$ cat src/verilog/soc_pkg.sv
`default_nettype none

package soc_pkg;

  localparam int ADDR_W = 32;
  localparam int DATA_W = 32;
  localparam int STRB_W = DATA_W / 8;

  localparam logic [4:0]        SRAM_BASE_TAG = 5'b10000;
  localparam int                SRAM_WORDS    = 1024;
  localparam logic [ADDR_W-1:0] CLINT_BASE    = 32'hA000_0048;
  localparam logic [ADDR_W-1:0] UART_BASE     = 32'hA000_03F8;

  localparam logic [1:0] RESP_OKAY   = 2'b00;
  localparam logic [1:0] RESP_DECERR = 2'b11;

  localparam int UART_DIV = 4; // Clocks per serial bit.

  // The counter is bumped through count and read back through word.
  typedef union packed {
    logic [63:0]             count;
    logic [1:0][DATA_W-1:0]  word; // word[0] sits at 0x48, word[1] at 0x4C.
  } mtime_t;

endpackage

`default_nettype wire

$ cat src/verilog/axi_r_if.sv
`timescale 1ns/100ps
`default_nettype none

interface axi_r_if;
  import soc_pkg::*;

  logic [ADDR_W-1:0] araddr;
  logic              arvalid;
  logic              arready;
  logic [DATA_W-1:0] rdata;
  logic [1:0]        rresp;
  logic              rvalid;
  logic              rready;

  modport master (
    output araddr, arvalid, rready,
    input  arready, rdata, rresp, rvalid
  );

  modport slave (
    input  araddr, arvalid, rready,
    output arready, rdata, rresp, rvalid
  );

endinterface

`default_nettype wire

$ cat src/verilog/axi_w_if.sv
`timescale 1ns/100ps
`default_nettype none

interface axi_w_if;
  import soc_pkg::*;

  logic [ADDR_W-1:0] awaddr;
  logic              awvalid;
  logic              awready;
  logic [DATA_W-1:0] wdata;
  logic [STRB_W-1:0] wstrb;
  logic              wvalid;
  logic              wready;
  logic [1:0]        bresp;
  logic              bvalid;
  logic              bready;

  modport master (
    output awaddr, awvalid, wdata, wstrb, wvalid, bready,
    input  awready, wready, bresp, bvalid
  );

  modport slave (
    input  awaddr, awvalid, wdata, wstrb, wvalid, bready,
    output awready, wready, bresp, bvalid
  );

endinterface

`default_nettype wire

$ cat src/verilog/axi_xbar.sv
`timescale 1ns/100ps
`default_nettype none

module axi_xbar (
  input logic     clk,
  input logic     rstn,
  axi_r_if.slave  cpu_r,
  axi_r_if.master sram_r,
  axi_r_if.master clint_r,
  axi_w_if.slave  cpu_w,
  axi_w_if.master sram_w,
  axi_w_if.master uart_w
);
  import soc_pkg::*;

  logic r_own_sram, r_own_clint, r_own_err, r_busy;
  logic rsel_sram, rsel_clint;
  logic ar_fire, r_fire;
  logic w_own_sram, w_own_uart, w_own_err, w_busy;
  logic wsel_sram, wsel_uart;
  logic both_valid;
  logic w_fire, b_fire;

  // Read path.
  assign rsel_sram  = (cpu_r.araddr[31:27] == SRAM_BASE_TAG);
  assign rsel_clint = (cpu_r.araddr[31:3] == CLINT_BASE[31:3]);
  assign r_busy     = r_own_sram | r_own_clint | r_own_err;

  assign sram_r.araddr   = cpu_r.araddr;
  assign clint_r.araddr  = cpu_r.araddr;
  assign sram_r.arvalid  = ~r_busy & cpu_r.arvalid & rsel_sram;
  assign clint_r.arvalid = ~r_busy & cpu_r.arvalid & rsel_clint;

  assign cpu_r.arready = ~r_busy & (rsel_sram  ? sram_r.arready  :
                                    rsel_clint ? clint_r.arready :
                                    1'b1); // Unmapped reads are taken here.

  assign sram_r.rready  = r_own_sram & cpu_r.rready;
  assign clint_r.rready = r_own_clint & cpu_r.rready;

  assign cpu_r.rvalid = (r_own_sram & sram_r.rvalid) | (r_own_clint & clint_r.rvalid) |
                        r_own_err;
  assign cpu_r.rdata  = r_own_sram  ? sram_r.rdata  :
                        r_own_clint ? clint_r.rdata : '0;
  assign cpu_r.rresp  = r_own_sram  ? sram_r.rresp  :
                        r_own_clint ? clint_r.rresp : RESP_DECERR;

  assign ar_fire = cpu_r.arvalid & cpu_r.arready;
  assign r_fire  = cpu_r.rvalid & cpu_r.rready;

  always_ff @(posedge clk) begin
    if (rstn) begin
      r_own_sram  <= 1'b0;
      r_own_clint <= 1'b0;
      r_own_err   <= 1'b0;
    end else if (ar_fire) begin
      r_own_sram  <= rsel_sram;
      r_own_clint <= rsel_clint;
      r_own_err   <= ~rsel_sram & ~rsel_clint; // DECERR goes out on the next cycle.
    end else if (r_fire) begin
      r_own_sram  <= 1'b0;
      r_own_clint <= 1'b0;
      r_own_err   <= 1'b0;
    end
  end

  // Write path.
  assign wsel_sram  = (cpu_w.awaddr[31:27] == SRAM_BASE_TAG);
  assign wsel_uart  = (cpu_w.awaddr == UART_BASE);
  assign w_busy     = w_own_sram | w_own_uart | w_own_err;
  assign both_valid = cpu_w.awvalid & cpu_w.wvalid;

  assign sram_w.awaddr  = cpu_w.awaddr;
  assign sram_w.wdata   = cpu_w.wdata;
  assign sram_w.wstrb   = cpu_w.wstrb;
  assign sram_w.awvalid = ~w_busy & cpu_w.awvalid & wsel_sram;
  assign sram_w.wvalid  = ~w_busy & cpu_w.wvalid & wsel_sram;
  assign uart_w.awaddr  = cpu_w.awaddr;
  assign uart_w.wdata   = cpu_w.wdata;
  assign uart_w.wstrb   = cpu_w.wstrb;
  assign uart_w.awvalid = ~w_busy & cpu_w.awvalid & wsel_uart;
  assign uart_w.wvalid  = ~w_busy & cpu_w.wvalid & wsel_uart;

  assign cpu_w.awready = ~w_busy & (wsel_sram ? sram_w.awready :
                                    wsel_uart ? uart_w.awready : both_valid);
  assign cpu_w.wready  = ~w_busy & (wsel_sram ? sram_w.wready :
                                    wsel_uart ? uart_w.wready : both_valid);

  assign sram_w.bready = w_own_sram & cpu_w.bready;
  assign uart_w.bready = w_own_uart & cpu_w.bready;

  assign cpu_w.bvalid = (w_own_sram & sram_w.bvalid) | (w_own_uart & uart_w.bvalid) |
                        w_own_err;
  assign cpu_w.bresp  = w_own_sram ? sram_w.bresp :
                        w_own_uart ? uart_w.bresp : RESP_DECERR;

  assign w_fire = both_valid & cpu_w.awready & cpu_w.wready;
  assign b_fire = cpu_w.bvalid & cpu_w.bready;

  always_ff @(posedge clk) begin
    if (rstn) begin
      w_own_sram <= 1'b0;
      w_own_uart <= 1'b0;
      w_own_err  <= 1'b0;
    end else if (w_fire) begin
      w_own_sram <= wsel_sram;
      w_own_uart <= wsel_uart;
      w_own_err  <= ~wsel_sram & ~wsel_uart; // The CLINT is read-only, so it lands here too.
    end else if (b_fire) begin
      w_own_sram <= 1'b0;
      w_own_uart <= 1'b0;
      w_own_err  <= 1'b0;
    end
  end

endmodule

`default_nettype wire

$ cat src/flat_wrapper.sv
// flat-port wrapper written by rule: the top's interface ports become plain ports
module axi_xbar_flat import soc_pkg::*;
  (clk, rstn, cpu_r_araddr, cpu_r_arvalid, cpu_r_rready, cpu_r_arready, cpu_r_rdata, cpu_r_rresp, cpu_r_rvalid, sram_r_araddr, sram_r_arvalid, sram_r_rready, sram_r_arready, sram_r_rdata, sram_r_rresp, sram_r_rvalid, clint_r_araddr, clint_r_arvalid, clint_r_rready, clint_r_arready, clint_r_rdata, clint_r_rresp, clint_r_rvalid, cpu_w_awaddr, cpu_w_awvalid, cpu_w_wdata, cpu_w_wstrb, cpu_w_wvalid, cpu_w_bready, cpu_w_awready, cpu_w_wready, cpu_w_bresp, cpu_w_bvalid, sram_w_awaddr, sram_w_awvalid, sram_w_wdata, sram_w_wstrb, sram_w_wvalid, sram_w_bready, sram_w_awready, sram_w_wready, sram_w_bresp, sram_w_bvalid, uart_w_awaddr, uart_w_awvalid, uart_w_wdata, uart_w_wstrb, uart_w_wvalid, uart_w_bready, uart_w_awready, uart_w_wready, uart_w_bresp, uart_w_bvalid);
  axi_r_if cpu_r_i ();
  axi_r_if sram_r_i ();
  axi_r_if clint_r_i ();
  axi_w_if cpu_w_i ();
  axi_w_if sram_w_i ();
  axi_w_if uart_w_i ();
  input logic clk;
  input logic rstn;
  input wire logic [$bits(cpu_r_i.araddr)-1:0] cpu_r_araddr;
  input wire logic [$bits(cpu_r_i.arvalid)-1:0] cpu_r_arvalid;
  input wire logic [$bits(cpu_r_i.rready)-1:0] cpu_r_rready;
  output wire logic [$bits(cpu_r_i.arready)-1:0] cpu_r_arready;
  output wire logic [$bits(cpu_r_i.rdata)-1:0] cpu_r_rdata;
  output wire logic [$bits(cpu_r_i.rresp)-1:0] cpu_r_rresp;
  output wire logic [$bits(cpu_r_i.rvalid)-1:0] cpu_r_rvalid;
  output wire logic [$bits(sram_r_i.araddr)-1:0] sram_r_araddr;
  output wire logic [$bits(sram_r_i.arvalid)-1:0] sram_r_arvalid;
  output wire logic [$bits(sram_r_i.rready)-1:0] sram_r_rready;
  input wire logic [$bits(sram_r_i.arready)-1:0] sram_r_arready;
  input wire logic [$bits(sram_r_i.rdata)-1:0] sram_r_rdata;
  input wire logic [$bits(sram_r_i.rresp)-1:0] sram_r_rresp;
  input wire logic [$bits(sram_r_i.rvalid)-1:0] sram_r_rvalid;
  output wire logic [$bits(clint_r_i.araddr)-1:0] clint_r_araddr;
  output wire logic [$bits(clint_r_i.arvalid)-1:0] clint_r_arvalid;
  output wire logic [$bits(clint_r_i.rready)-1:0] clint_r_rready;
  input wire logic [$bits(clint_r_i.arready)-1:0] clint_r_arready;
  input wire logic [$bits(clint_r_i.rdata)-1:0] clint_r_rdata;
  input wire logic [$bits(clint_r_i.rresp)-1:0] clint_r_rresp;
  input wire logic [$bits(clint_r_i.rvalid)-1:0] clint_r_rvalid;
  input wire logic [$bits(cpu_w_i.awaddr)-1:0] cpu_w_awaddr;
  input wire logic [$bits(cpu_w_i.awvalid)-1:0] cpu_w_awvalid;
  input wire logic [$bits(cpu_w_i.wdata)-1:0] cpu_w_wdata;
  input wire logic [$bits(cpu_w_i.wstrb)-1:0] cpu_w_wstrb;
  input wire logic [$bits(cpu_w_i.wvalid)-1:0] cpu_w_wvalid;
  input wire logic [$bits(cpu_w_i.bready)-1:0] cpu_w_bready;
  output wire logic [$bits(cpu_w_i.awready)-1:0] cpu_w_awready;
  output wire logic [$bits(cpu_w_i.wready)-1:0] cpu_w_wready;
  output wire logic [$bits(cpu_w_i.bresp)-1:0] cpu_w_bresp;
  output wire logic [$bits(cpu_w_i.bvalid)-1:0] cpu_w_bvalid;
  output wire logic [$bits(sram_w_i.awaddr)-1:0] sram_w_awaddr;
  output wire logic [$bits(sram_w_i.awvalid)-1:0] sram_w_awvalid;
  output wire logic [$bits(sram_w_i.wdata)-1:0] sram_w_wdata;
  output wire logic [$bits(sram_w_i.wstrb)-1:0] sram_w_wstrb;
  output wire logic [$bits(sram_w_i.wvalid)-1:0] sram_w_wvalid;
  output wire logic [$bits(sram_w_i.bready)-1:0] sram_w_bready;
  input wire logic [$bits(sram_w_i.awready)-1:0] sram_w_awready;
  input wire logic [$bits(sram_w_i.wready)-1:0] sram_w_wready;
  input wire logic [$bits(sram_w_i.bresp)-1:0] sram_w_bresp;
  input wire logic [$bits(sram_w_i.bvalid)-1:0] sram_w_bvalid;
  output wire logic [$bits(uart_w_i.awaddr)-1:0] uart_w_awaddr;
  output wire logic [$bits(uart_w_i.awvalid)-1:0] uart_w_awvalid;
  output wire logic [$bits(uart_w_i.wdata)-1:0] uart_w_wdata;
  output wire logic [$bits(uart_w_i.wstrb)-1:0] uart_w_wstrb;
  output wire logic [$bits(uart_w_i.wvalid)-1:0] uart_w_wvalid;
  output wire logic [$bits(uart_w_i.bready)-1:0] uart_w_bready;
  input wire logic [$bits(uart_w_i.awready)-1:0] uart_w_awready;
  input wire logic [$bits(uart_w_i.wready)-1:0] uart_w_wready;
  input wire logic [$bits(uart_w_i.bresp)-1:0] uart_w_bresp;
  input wire logic [$bits(uart_w_i.bvalid)-1:0] uart_w_bvalid;
  assign cpu_r_i.araddr = cpu_r_araddr;
  assign cpu_r_i.arvalid = cpu_r_arvalid;
  assign cpu_r_i.rready = cpu_r_rready;
  assign cpu_r_arready = cpu_r_i.arready;
  assign cpu_r_rdata = cpu_r_i.rdata;
  assign cpu_r_rresp = cpu_r_i.rresp;
  assign cpu_r_rvalid = cpu_r_i.rvalid;
  assign sram_r_araddr = sram_r_i.araddr;
  assign sram_r_arvalid = sram_r_i.arvalid;
  assign sram_r_rready = sram_r_i.rready;
  assign sram_r_i.arready = sram_r_arready;
  assign sram_r_i.rdata = sram_r_rdata;
  assign sram_r_i.rresp = sram_r_rresp;
  assign sram_r_i.rvalid = sram_r_rvalid;
  assign clint_r_araddr = clint_r_i.araddr;
  assign clint_r_arvalid = clint_r_i.arvalid;
  assign clint_r_rready = clint_r_i.rready;
  assign clint_r_i.arready = clint_r_arready;
  assign clint_r_i.rdata = clint_r_rdata;
  assign clint_r_i.rresp = clint_r_rresp;
  assign clint_r_i.rvalid = clint_r_rvalid;
  assign cpu_w_i.awaddr = cpu_w_awaddr;
  assign cpu_w_i.awvalid = cpu_w_awvalid;
  assign cpu_w_i.wdata = cpu_w_wdata;
  assign cpu_w_i.wstrb = cpu_w_wstrb;
  assign cpu_w_i.wvalid = cpu_w_wvalid;
  assign cpu_w_i.bready = cpu_w_bready;
  assign cpu_w_awready = cpu_w_i.awready;
  assign cpu_w_wready = cpu_w_i.wready;
  assign cpu_w_bresp = cpu_w_i.bresp;
  assign cpu_w_bvalid = cpu_w_i.bvalid;
  assign sram_w_awaddr = sram_w_i.awaddr;
  assign sram_w_awvalid = sram_w_i.awvalid;
  assign sram_w_wdata = sram_w_i.wdata;
  assign sram_w_wstrb = sram_w_i.wstrb;
  assign sram_w_wvalid = sram_w_i.wvalid;
  assign sram_w_bready = sram_w_i.bready;
  assign sram_w_i.awready = sram_w_awready;
  assign sram_w_i.wready = sram_w_wready;
  assign sram_w_i.bresp = sram_w_bresp;
  assign sram_w_i.bvalid = sram_w_bvalid;
  assign uart_w_awaddr = uart_w_i.awaddr;
  assign uart_w_awvalid = uart_w_i.awvalid;
  assign uart_w_wdata = uart_w_i.wdata;
  assign uart_w_wstrb = uart_w_i.wstrb;
  assign uart_w_wvalid = uart_w_i.wvalid;
  assign uart_w_bready = uart_w_i.bready;
  assign uart_w_i.awready = uart_w_awready;
  assign uart_w_i.wready = uart_w_wready;
  assign uart_w_i.bresp = uart_w_bresp;
  assign uart_w_i.bvalid = uart_w_bvalid;
  axi_xbar u_core (.clk(clk), .rstn(rstn), .cpu_r(cpu_r_i), .sram_r(sram_r_i), .clint_r(clint_r_i), .cpu_w(cpu_w_i), .sram_w(sram_w_i), .uart_w(uart_w_i));
endmodule
$ cat config.mk
export PLATFORM = sky130hd
export DESIGN_NAME = axi_xbar_flat
export DESIGN_NICKNAME = d
export VERILOG_FILES = /design/src/verilog/soc_pkg.sv /design/src/verilog/axi_r_if.sv /design/src/verilog/axi_w_if.sv /design/src/verilog/axi_xbar.sv /design/src/flat_wrapper.sv
export SDC_FILE = /design/constraint.sdc
export NUM_CORES = 1
export LEC_CHECK = 0
export BUFFER_PORTS_ARGS = -buffer_cell sky130_fd_sc_hd__clkbuf_2
export CAP_MARGIN = 20
export CORE_AREA = 2 2 170 172
export CTS_CLUSTER_SIZE = 14
export DETAILED_ROUTE_END_ITERATION = 6
export DIE_AREA = 0 0 172 174
export PLACE_DENSITY = 0.37
export RECOVER_POWER = 25
export SETUP_SLACK_MARGIN = 0.02
export SYNTH_ARGS = -nofsm -noshare
export SYNTH_HDL_FRONTEND = slang
export SYNTH_SLANG_ARGS = --single-unit
$ cat constraint.sdc
create_clock -name clk -period 2.9 [get_ports clk]
set_clock_uncertainty 0.05 [all_clocks]
set_input_delay 0.58 -clock clk [delete_from_list [all_inputs] [get_ports clk]]
set_output_delay 0.58 -clock clk [all_outputs]
set_load 0.02 [all_outputs]
==> impl_results.md, run 1 <==
* Asr flop ratio synth at 0
* R2r worst-path depth at 4
* RSZ-0062 raised after global routing: true
* Setup tns final at -129 ps
* Final hold violation count at 0
* Pint at 0.426 mW
* Grt met2 use at 0.130
* Sw Ratio at 0.417
* Max Fclk at 0.330 GHz
* CTS Buf Count at 3
* PortBufs at 322
* Worst Hold End: u_core.w_own_err
* R2r setup slk at 950 ps
* Residual DRC at 0
* H-tree lvl count at 1
* Leak Pwr at 1.86 nW
* Root Buffer: clkbuf_16
* M1 GR Usage at 0.0478
* Area Overhead vs Synth at 33.8%
* Status: finished, violations left
* CP required at 2270 ps
* Max Slew Vio Count at 0
* Cells after Synth at 342
* VDD IR max at 0.000127 V
* CP max FO at 3
* Setup Viol. Count Final at 1
* Die ar. at 29900 µm²
* Minimum clock period at 3030 ps
* Core area at 28200 µm²
* Final ANT Viol Nets at 0
* Most frequent cells in the layout: clkbuf_2, a22o_1, buf_4, nor2_1, nand2_1
* Slew HR at 0.480
* Max Cap Viol at 0
* Mean area per synthesized cell at 7.38 µm²
* Ports at 440
* Global-route wire length before repair at 13100 µm
* Starting density of the core at 0.0894
* Tcrit/Tclk final at 1.04
* WS Path Type: in2out
* Pwr dens at 216 nW/µm²
* Worst Hold Class: reg2reg
* CTS sink count at 6
* Largest net degree at the start of global routing at 33
* Grt ovf at 0
* Comb pwr share at 0.561
* Initial antenna violation count at 0
* Die Ht at 174 µm
* WL final at 10300 µm
* Syn_nets at 531
* #FFs+latches synth at 6
* Switch Pwr at 0.305 mW
* Synth warn at 0
* Detailed Place HPWL at 9500 µm
* # hold bufs at CTS at 0
* Part of the Yosys area used for sequential elements at 0.0476
* Postcts setup bufs at 0
* WL per Instance at 12.0 µm
* Row Count at 62
* Clk buf depth at 2
* Placement Setup Slack at -251 ps
* Final #Nets at 670
* All-Layer GR Usage at 0.0602
* Die Wd at 172 µm
* Util after Layout at 0.120
* Most Crowded Layer GR: met2
* Seq pwr share at 0.120
* Failing checks: negative setup slack
* Clock power share at 0.319
* Number of global-route vias before repair at 2426
* Share of layout cells above drive strength 1 at 0.737
* Worst-path clk slew at 40 ps
* Hold path start: u_core.w_own_err
* PnR worst setup slack at -129 ps
* Most common cell after layout, fill and taps aside: clkbuf_2
* CTS tree: yes
* Number of diodes at 0
* First DRT Iteration DRCs at 29
* Hold Path Stages at 2
* Number of enable flip-flop cells after synthesis at 0
* CP Launch Type: input pin
* Met3 Use GR at 0.0230
* Skew-Pair Late Insertion Delay at 240 ps
* DR pass1 iterations at 4
* GP Congestion at 0.771
* Worst r2r src: u_core.r_own_sram
* Reg2reg end: u_core.r_own_sram
* Post-synthesis cell area at 2520 µm²
* Arr. time, crit path at 2400 ps
* Primary FF master, synth: dfxtp_1
* Vias per cell at 3.14
* Worst Setup End Kind: output port
* Via Count at 2708
* Netlist cell types at 39
* Worst-Margin Slew at 780 ps
## how the worst max path moves through the flow
stage	startpoint	endpoint	slack [ps]	depth (start not counted)
5_1_grt	cpu_w_awaddr[11]	cpu_w_wready	-160	6
4_1_cts	cpu_w_awaddr[11]	cpu_w_wready	-170	6
2_1_floorplan	cpu_w_awaddr[11]	cpu_w_wready	40	4
6_report	cpu_w_awaddr[11]	cpu_w_wready	-130	6
3_3_place_gp	cpu_w_awaddr[11]	cpu_w_wready	-240	6
3_5_place_dp	cpu_w_awaddr[11]	cpu_w_wready	-250	6
## sequential cells by signal, indices dropped and copies added, names as in the netlist
signal / cells
u_core.w_own_err: 1
u_core.w_own_sram: 1
u_core.r_own_sram: 1
u_core.r_own_clint: 1
u_core.r_own_err: 1
u_core.w_own_uart: 1
## critical path, cell delays in order
cell,delay [ps]
buf_8,100
or4_4,520
or4_4,430
or4_4,490
o311a_4,150
buf_8,130
## cell families after synthesis
family / synth area share
compound gates: 0.170
flops: 0.0476
simple gates: 0.163
buf+inv: 0.616
mux: 0.00397
## final cells by class
type	instances	area [µm²]
timing repair buffer	342	1800
sequential	6	120
multi-input combinational	122	881
clock buffer	3	75.1
inverter	6	22.5
fill	3350	24900
tap	384	480
## metal layers
metal	wire length, µm	part of all wire
met2	5690	0.55
met5	0	0
met1	3250	0.31
met4	145	0.014
met3	1250	0.12
## synth_stat cells (3+ instances only)
cell type  instances  area share
nor3_1             3      0.0059
nor4_1             9       0.022
inv_1              6      0.0089
nor2_1            13       0.019
nand2b_1           4      0.0099
nand4b_1           3       0.010
clkbuf_1           7       0.010
buf_4            200        0.59
nand2_1           10       0.015
a21oi_1            6       0.012
dfxtp_1            6       0.048
a22o_1            32        0.11
nor4b_1            4       0.014
and3_1             5       0.012
and2_1             5       0.012
## metrics by stage
step / hold slack (ps) / power [mW] / area, µm² / instances
finish: 448 / 0.731 / 3380 / 863
floorplan: 409 / 0.531 / 2530 / 342
detailed placement: 443 / 0.499 / 3250 / 860
CTS: 450 / 0.749 / 3340 / 863
global route: 485 / 0.780 / 3380 / 863
global placement: 444 / 0.500 / 3250 / 860
## power groups by stage
stage / registers [mW] / logic (mW) / clock network [mW]
2_1_floorplan: 0.0878 / 0.443 / 0
3_3_place_gp: 0.0887 / 0.412 / 0
3_5_place_dp: 0.0887 / 0.411 / 0
4_1_cts: 0.0874 / 0.414 / 0.247
5_1_grt: 0.0877 / 0.439 / 0.253
6_report: 0.0875 / 0.410 / 0.233
## repair_timing
| item | 4_1_cts | 5_1_grt |
|---|---|---|
| gates cloned | 0 | 0 |
| gates resized for setup | 4 | 13 |
| pin swaps | 1 | 0 |
| endpoints found under the setup margin | 4 | 4 |
No activity file was read; power rests on OpenSTA's default activity.
==> inputs of run 2 (changes only) <==
--- a/config.mk
+++ b/config.mk
@@ -5,13 +5,14 @@
 export SDC_FILE = /design/constraint.sdc
 export NUM_CORES = 1
 export LEC_CHECK = 0
-export BUFFER_PORTS_ARGS = -buffer_cell sky130_fd_sc_hd__clkbuf_2
+export BUFFER_PORTS_ARGS = -buffer_cell sky130_fd_sc_hd__buf_2
 export CAP_MARGIN = 20
 export CORE_AREA = 2 2 170 172
+export CTS_CLUSTER_DIAMETER = 100
 export CTS_CLUSTER_SIZE = 14
 export DETAILED_ROUTE_END_ITERATION = 6
 export DIE_AREA = 0 0 172 174
-export PLACE_DENSITY = 0.37
+export PLACE_DENSITY = 0.43
 export RECOVER_POWER = 25
 export SETUP_SLACK_MARGIN = 0.02
 export SYNTH_ARGS = -nofsm -noshare
==> run 2 against run 1 <==
Net effect: the flow still finishes with violations (negative setup slack); wire length up 0.71%; die area unchanged; utilization is 0.10 points higher; worst setup slack worse by 4.9 ps; via count rose by 0.18%; combinational power fell by 2%.
==> impl_results.md, run 2 (synthesis gave the netlist of run 1 again) <==
* All-Layer GR Usage at 0.0611 (+0.000857)
* Max Cap Viol at 0 (unchanged)
* Setup Viol. Count Final at 1 (unchanged)
* Worst Setup End Kind: output port
* CP endpoint: cpu_w_wready
* Design area at 3400 µm² (+0.85%)
* Root Buffer: clkbuf_16
* R2r worst-path depth at 4 (unchanged)
* Residual DRC at 0 (unchanged)
* Status: finished, violations left
* Inst Count DP at 861 (+0.12%)
* CTS Buf Count at 3 (unchanged)
* Slowest cell on crit path: or4_4
* PortBufs at 322 (unchanged)
* Placement Setup Slack at -221 ps (+29.8 ps)
* CP max FO at 2 (-1)
* First DRT Iteration DRCs at 46 (+59%)
* Via Count at 2713 (+0.18%)
* Tcrit/Tclk final at 1.05 (+0.00168)
* PnR worst setup slack at -134 ps (-4.87 ps)
* CP Launch Type: input pin
* Worst r2r src: u_core.r_own_sram
* Worst setup startpoint: cpu_w_awaddr[11]
* Die Wd at 172 µm (unchanged)
* WL final at 10400 µm (+0.71%)
* Share of layout cells above drive strength 1 at 0.744 (+0.00733)
* Clk buf depth at 2 (unchanged)
* Max Fclk at 0.330 GHz (-0.16%)
* Starting density of the core at 0.0894 (unchanged)
* Initial antenna violation count at 0 (unchanged)
* Final ANT Viol Nets at 0 (unchanged)
* Die Ht at 174 µm (unchanged)
* Arr. time, crit path at 2400 ps (about the same)
* RSZ-0062 raised after global routing: true
* Most frequent cells in the layout: buf_2, a22o_1, buf_4, nor2_1, nand2_1
* Grt ovf at 0 (unchanged)
* Reg2reg end: u_core.r_own_sram
* Pwr dens at 213 nW/µm² (-1.8%)
* Leak Pwr at 1.84 nW (-1.1%)
* Die ar. at 29900 µm² (unchanged)
* Sw Ratio at 0.413 (-0.00434)
* Pint at 0.425 mW (-0.18%)
* Global-route wire length before repair at 13600 µm (+3.5%)
* Minimum clock period at 3030 ps (+4.87 ps)
* CTS tree: yes
* Final #Nets at 672 (+0.30%)
* Hold slack final at 461 ps (+13.1 ps)
* Placement-stage cell area at 3260 µm² (+0.23%)
* Hold Path Stages at 2 (unchanged)
* CP required at 2270 ps (about the same)
* Comb pwr share at 0.555 (-0.006)
* Largest net degree at the start of global routing at 22 (-33%)
* Number of diodes at 0 (unchanged)
* Core area at 28200 µm² (unchanged)
* R2r setup slk at 1180 ps (+230 ps)
* Final Total Pwr at 0.724 mW (-0.92%)
* Clock power share at 0.324 (+0.005)
* Detailed Place HPWL at 9430 µm (-0.71%)
* Util after Layout at 0.121 (+0.00102)
* WL per Instance at 12.0 µm (+0.47%)
* Crit-path cells: buf_6 -> or4_4 -> or4_4 -> or4_4 -> o311a_4 -> buf_6
* CP most frequent cell: or4_4
* Seq pwr share at 0.121 (about the same)
* Worst Hold Class: reg2reg
* Worst-Margin Slew at 493 ps (-287 ps)
* GP Congestion at 0.731 (-5.1%)
* Slew HR at 0.671 (+0.191)
* Failing checks: negative setup slack
* Skew-Pair Late Insertion Delay at 240 ps (about the same)
* Number of global-route vias before repair at 2460 (+1.4%)
* Most common cell after layout, fill and taps aside: buf_2
* Row Count at 62 (unchanged)
* Switch Pwr at 0.299 mW (-1.9%)
* Worst-path clk slew at 30 ps (about the same)
* Setup tns final at -134 ps (-4.87 ps)
* Max Slew Vio Count at 0 (unchanged)
* Final hold violation count at 0 (unchanged)
* Post-route insts no fill at 865 (+0.23%)
* DR pass1 iterations at 4 (unchanged)
* WS Path Type: in2out
* CP max stage delay at 520 ps (about the same)
* H-tree lvl count at 1 (unchanged)
* CTS sink count at 6 (unchanged)
* Ports at 440 (unchanged)
* Area Overhead vs Synth at 34.9%
* VDD IR max at 0.000124 V (-3.0%)
* Vias per cell at 3.14 (about the same)
[run 2: cell count changes in the layout (fill, tap and decap cells not counted), sizes merged]
cell and change:
buf +319, clkbuf -317
[run 2: repair_timing]
| item | 4_1_cts | 5_1_grt |
|---|---|---|
| gates resized for setup | 14 | 3 |
| hold buffers | 0 | 0 |
| setup endpoints to repair | 4 | 6 |
| pin swaps | 3 | 2 |
| setup buffers | 1 | 1 |
[run 2: worst min path at each step]
stage	from	to	slack, ps
5_1_grt	u_core.w_own_err	u_core.w_own_err	490
6_report	u_core.r_own_err	u_core.r_own_err	460
3_3_place_gp	u_core.w_own_err	u_core.w_own_err	440
3_5_place_dp	u_core.r_own_err	u_core.r_own_err	450
2_1_floorplan	u_core.r_own_err	u_core.r_own_err	410
4_1_cts	u_core.r_own_err	u_core.r_own_err	460
[run 2: power by group through the flow]
stage               Sequential, mW  Combinational [mW]  Clock (mW)
global route                0.0878               0.432       0.251
floorplan                   0.0878               0.443           0
global placement            0.0888               0.400           0
detailed placement          0.0888               0.401           0
finish                      0.0876               0.402       0.234
CTS                         0.0875               0.404       0.245
[run 2: layout make-up]
| class | count | area (µm²) |
|---|---|---|
| multi-input combinational | 122 | 897 |
| clock buffer | 3 | 75.1 |
| sequential | 6 | 120 |
| fill | 3335 | 24800 |
| tap | 384 | 480 |
| timing repair buffer | 344 | 1810 |
| inverter | 6 | 22.5 |
[run 2: layer usage]
metal  wire [µm]  global-route usage
met5           0                   0
met4          89             0.00735
met3        1330              0.0253
met2        5330               0.121
met1        3660              0.0598
[run 2: critical path, delay by kind of cell]
kind,cells,cell delay [ps]
buffers and inverters,2,220
AND/OR/NAND/NOR,3,1460
AO/OA/AOI/OAI,1,140
==> inputs of run 3 (changes only) <==
==> constraint.sdc (replaced) <==
create_clock -name clk -period 2.9 [get_ports clk]
set_clock_uncertainty 0.05 [all_clocks]
set_input_delay 0.29 -clock clk [delete_from_list [all_inputs] [get_ports clk]]
set_output_delay 0.29 -clock clk [all_outputs]
set_load 0.02 [all_outputs]
==> run 3 against run 2 <==
Net effect: the flow now finishes without violations; utilization fell by 0.67 points; combinational power is 2% lower; critical path depth did not move; non-clock buffer count fell by 15; total power decreased by 1.1%; clock power about the same; fmax up 18%.
==> impl_results.md, run 3 (synthesis gave the netlist of run 1 again) <==
* Status: finished, final reports clean
* Vias per cell at 3.12 (-0.64%)
* CP required at 2560 ps (+290 ps)
* Leak Pwr at 1.76 nW (-4.5%)
* Hold slack final at 279 ps (-182 ps)
* Pwr dens at 223 nW/µm² (+4.8%)
* Root Buffer: clkbuf_16
* WL final at 10200 µm (-2.3%)
* Die ar. at 29900 µm² (unchanged)
* Largest net degree at the start of global routing at 37 (+68%)
* Global-route wire length before repair at 13000 µm (-4.3%)
* Final #Nets at 657 (-2.2%)
* First DRT Iteration DRCs at 54 (+17%)
* H-tree lvl count at 1 (unchanged)
* R2r worst-path depth at 4 (unchanged)
* PnR worst setup slack at 339 ps (+473 ps)
* Final ANT Viol Nets at 0 (unchanged)
* CTS Buf Count at 3 (unchanged)
* Most frequent cells in the layout: buf_2, a22o_1, nor2_1, nand2_1, nor4_1
* Die Ht at 174 µm (unchanged)
* Final hold violation count at 0 (unchanged)
* # hold bufs at CTS at 0 (unchanged)
* Setup tns final at 0 ps (+134 ps)
* Starting density of the core at 0.0894 (unchanged)
* Final Total Pwr at 0.716 mW (-1.1%)
* Postcts setup bufs at 0 (-1)
* Area Overhead vs Synth at 27.4%
* Placement Setup Slack at 345 ps (+566 ps)
* Grt ovf at 0 (unchanged)
* Detailed Place HPWL at 9200 µm (-2.4%)
* Max Slew Vio Count at 0 (unchanged)
* Post-CTS sizing at 0 (-14)
* Tcrit/Tclk final at 0.883 (-0.163)
* Share of layout cells above drive strength 1 at 0.721 (-0.0233)
* CP max stage delay at 530 ps (about the same)
* DR pass1 iterations at 3 (-1)
* Residual DRC at 0 (unchanged)
* Core area at 28200 µm² (unchanged)
* Worst Hold Class: in2reg
* Setup Viol. Count Final at 0 (-1)
* WS Path Type: in2out
* All-Layer GR Usage at 0.0592 (-0.00190)
* Worst Setup End Kind: output port
* Worst-Margin Slew at 430 ps (-63.0 ps)
* Skew-Pair Late Insertion Delay at 240 ps (about the same)
* Design area at 3210 µm² (-5.6%)
* Minimum clock period at 2560 ps (-473 ps)
* Arr. time, crit path at 2220 ps (-180 ps)
* Row Count at 62 (unchanged)
* CP max FO at 3 (+1)
* CTS sink count at 6 (unchanged)
* Hold Path Stages at 3 (+1)
* Ports at 440 (unchanged)
* Most common cell after layout, fill and taps aside: buf_2
* Via Count at 2649 (-2.4%)
* Clk buf depth at 2 (unchanged)
* Max Fclk at 0.390 GHz (+18%)
* Crit-path cells: buf_2 -> or4_4 -> or4_4 -> or4_1 -> o311a_1 -> buf_2
* Max Cap Viol at 0 (unchanged)
* PortBufs at 322 (unchanged)
* Number of diodes at 0 (unchanged)
* RSZ-0062 raised after global routing: false
* Die Wd at 172 µm (unchanged)
* Placement-stage cell area at 3140 µm² (-3.6%)
* Initial antenna violation count at 0 (unchanged)
* Number of global-route vias before repair at 2378 (-3.3%)
* Slew HR at 0.711 (+0.0398)
* WL per Instance at 12.0 µm (-0.55%)
* Slowest cell on crit path: or4_4
* VDD IR max at 0.000110 V (-11%)
* Worst-path clk slew at 40 ps (about the same)
* CP Launch Type: input pin
* GP Congestion at 0.734 (+0.31%)
* CTS tree: yes
==> run 3: cell count changes in the layout (fill, tap and decap cells not counted), moves of 2 or more <==
| cell | previous run | this run |
|---|---|---|
| buf_4 | 20 | 7 |
| and3_1 | 3 | 5 |
| nor4b_1 | 2 | 4 |
| buf_6 | 6 | 0 |
| nor4b_2 | 2 | 0 |
| and3_4 | 2 | 0 |
| buf_2 | 318 | 322 |
==> run 3: path summary, 6_finish.rpt <==
| check | startpoint | end | slack [ps] |
|---|---|---|---|
| hold reg to reg | u_core.w_own_err | u_core.w_own_err | 460 |
| setup reg to reg | u_core.r_own_clint | u_core.r_own_sram | 1290 |
| hold / removal | uart_w_awready | u_core.w_own_uart | 280 |
| setup / recovery | cpu_w_awaddr[11] | cpu_w_wready | 340 |
==> run 3: worst max-delay path, delay by kind of cell <==
kind | cells | cell delay, ps
AO/OA/AOI/OAI | 1 | 130
buffers and inverters | 2 | 270
AND/OR/NAND/NOR | 3 | 1540
==> run 3: final cells by class <==
type,instances,area [µm²]
clock buffer,3,75.1
inverter,6,22.5
multi-input combinational,122,852
fill,3351,25000
tap,384,480
sequential,6,120
timing repair buffer,329,1660
==> run 3: metrics by stage <==
step / cells / util
floorplan: 342 / -
detailed placement: 847 / 0.111
CTS: 850 / 0.114
global placement: 847 / 0.111
global route: 850 / 0.114
finish: 850 / 0.114
==> run 3: power breakdown <==
part / internal [mW] / switching (mW)
logic: 0.154 / 0.238
registers: 0.0850 / 0.00216
clock network: 0.178 / 0.0590
==> run 3: routing by layer <==
metal / global-route usage / vias to the layer above / wire length (µm)
li1: - / 1239 / -
met1: 0.0550 / 1154 / 3610
met2: 0.117 / 243 / 5170
met3: 0.0253 / 13 / 1270
met4: 0.0133 / 0 / 117
met5: 0 / - / 0
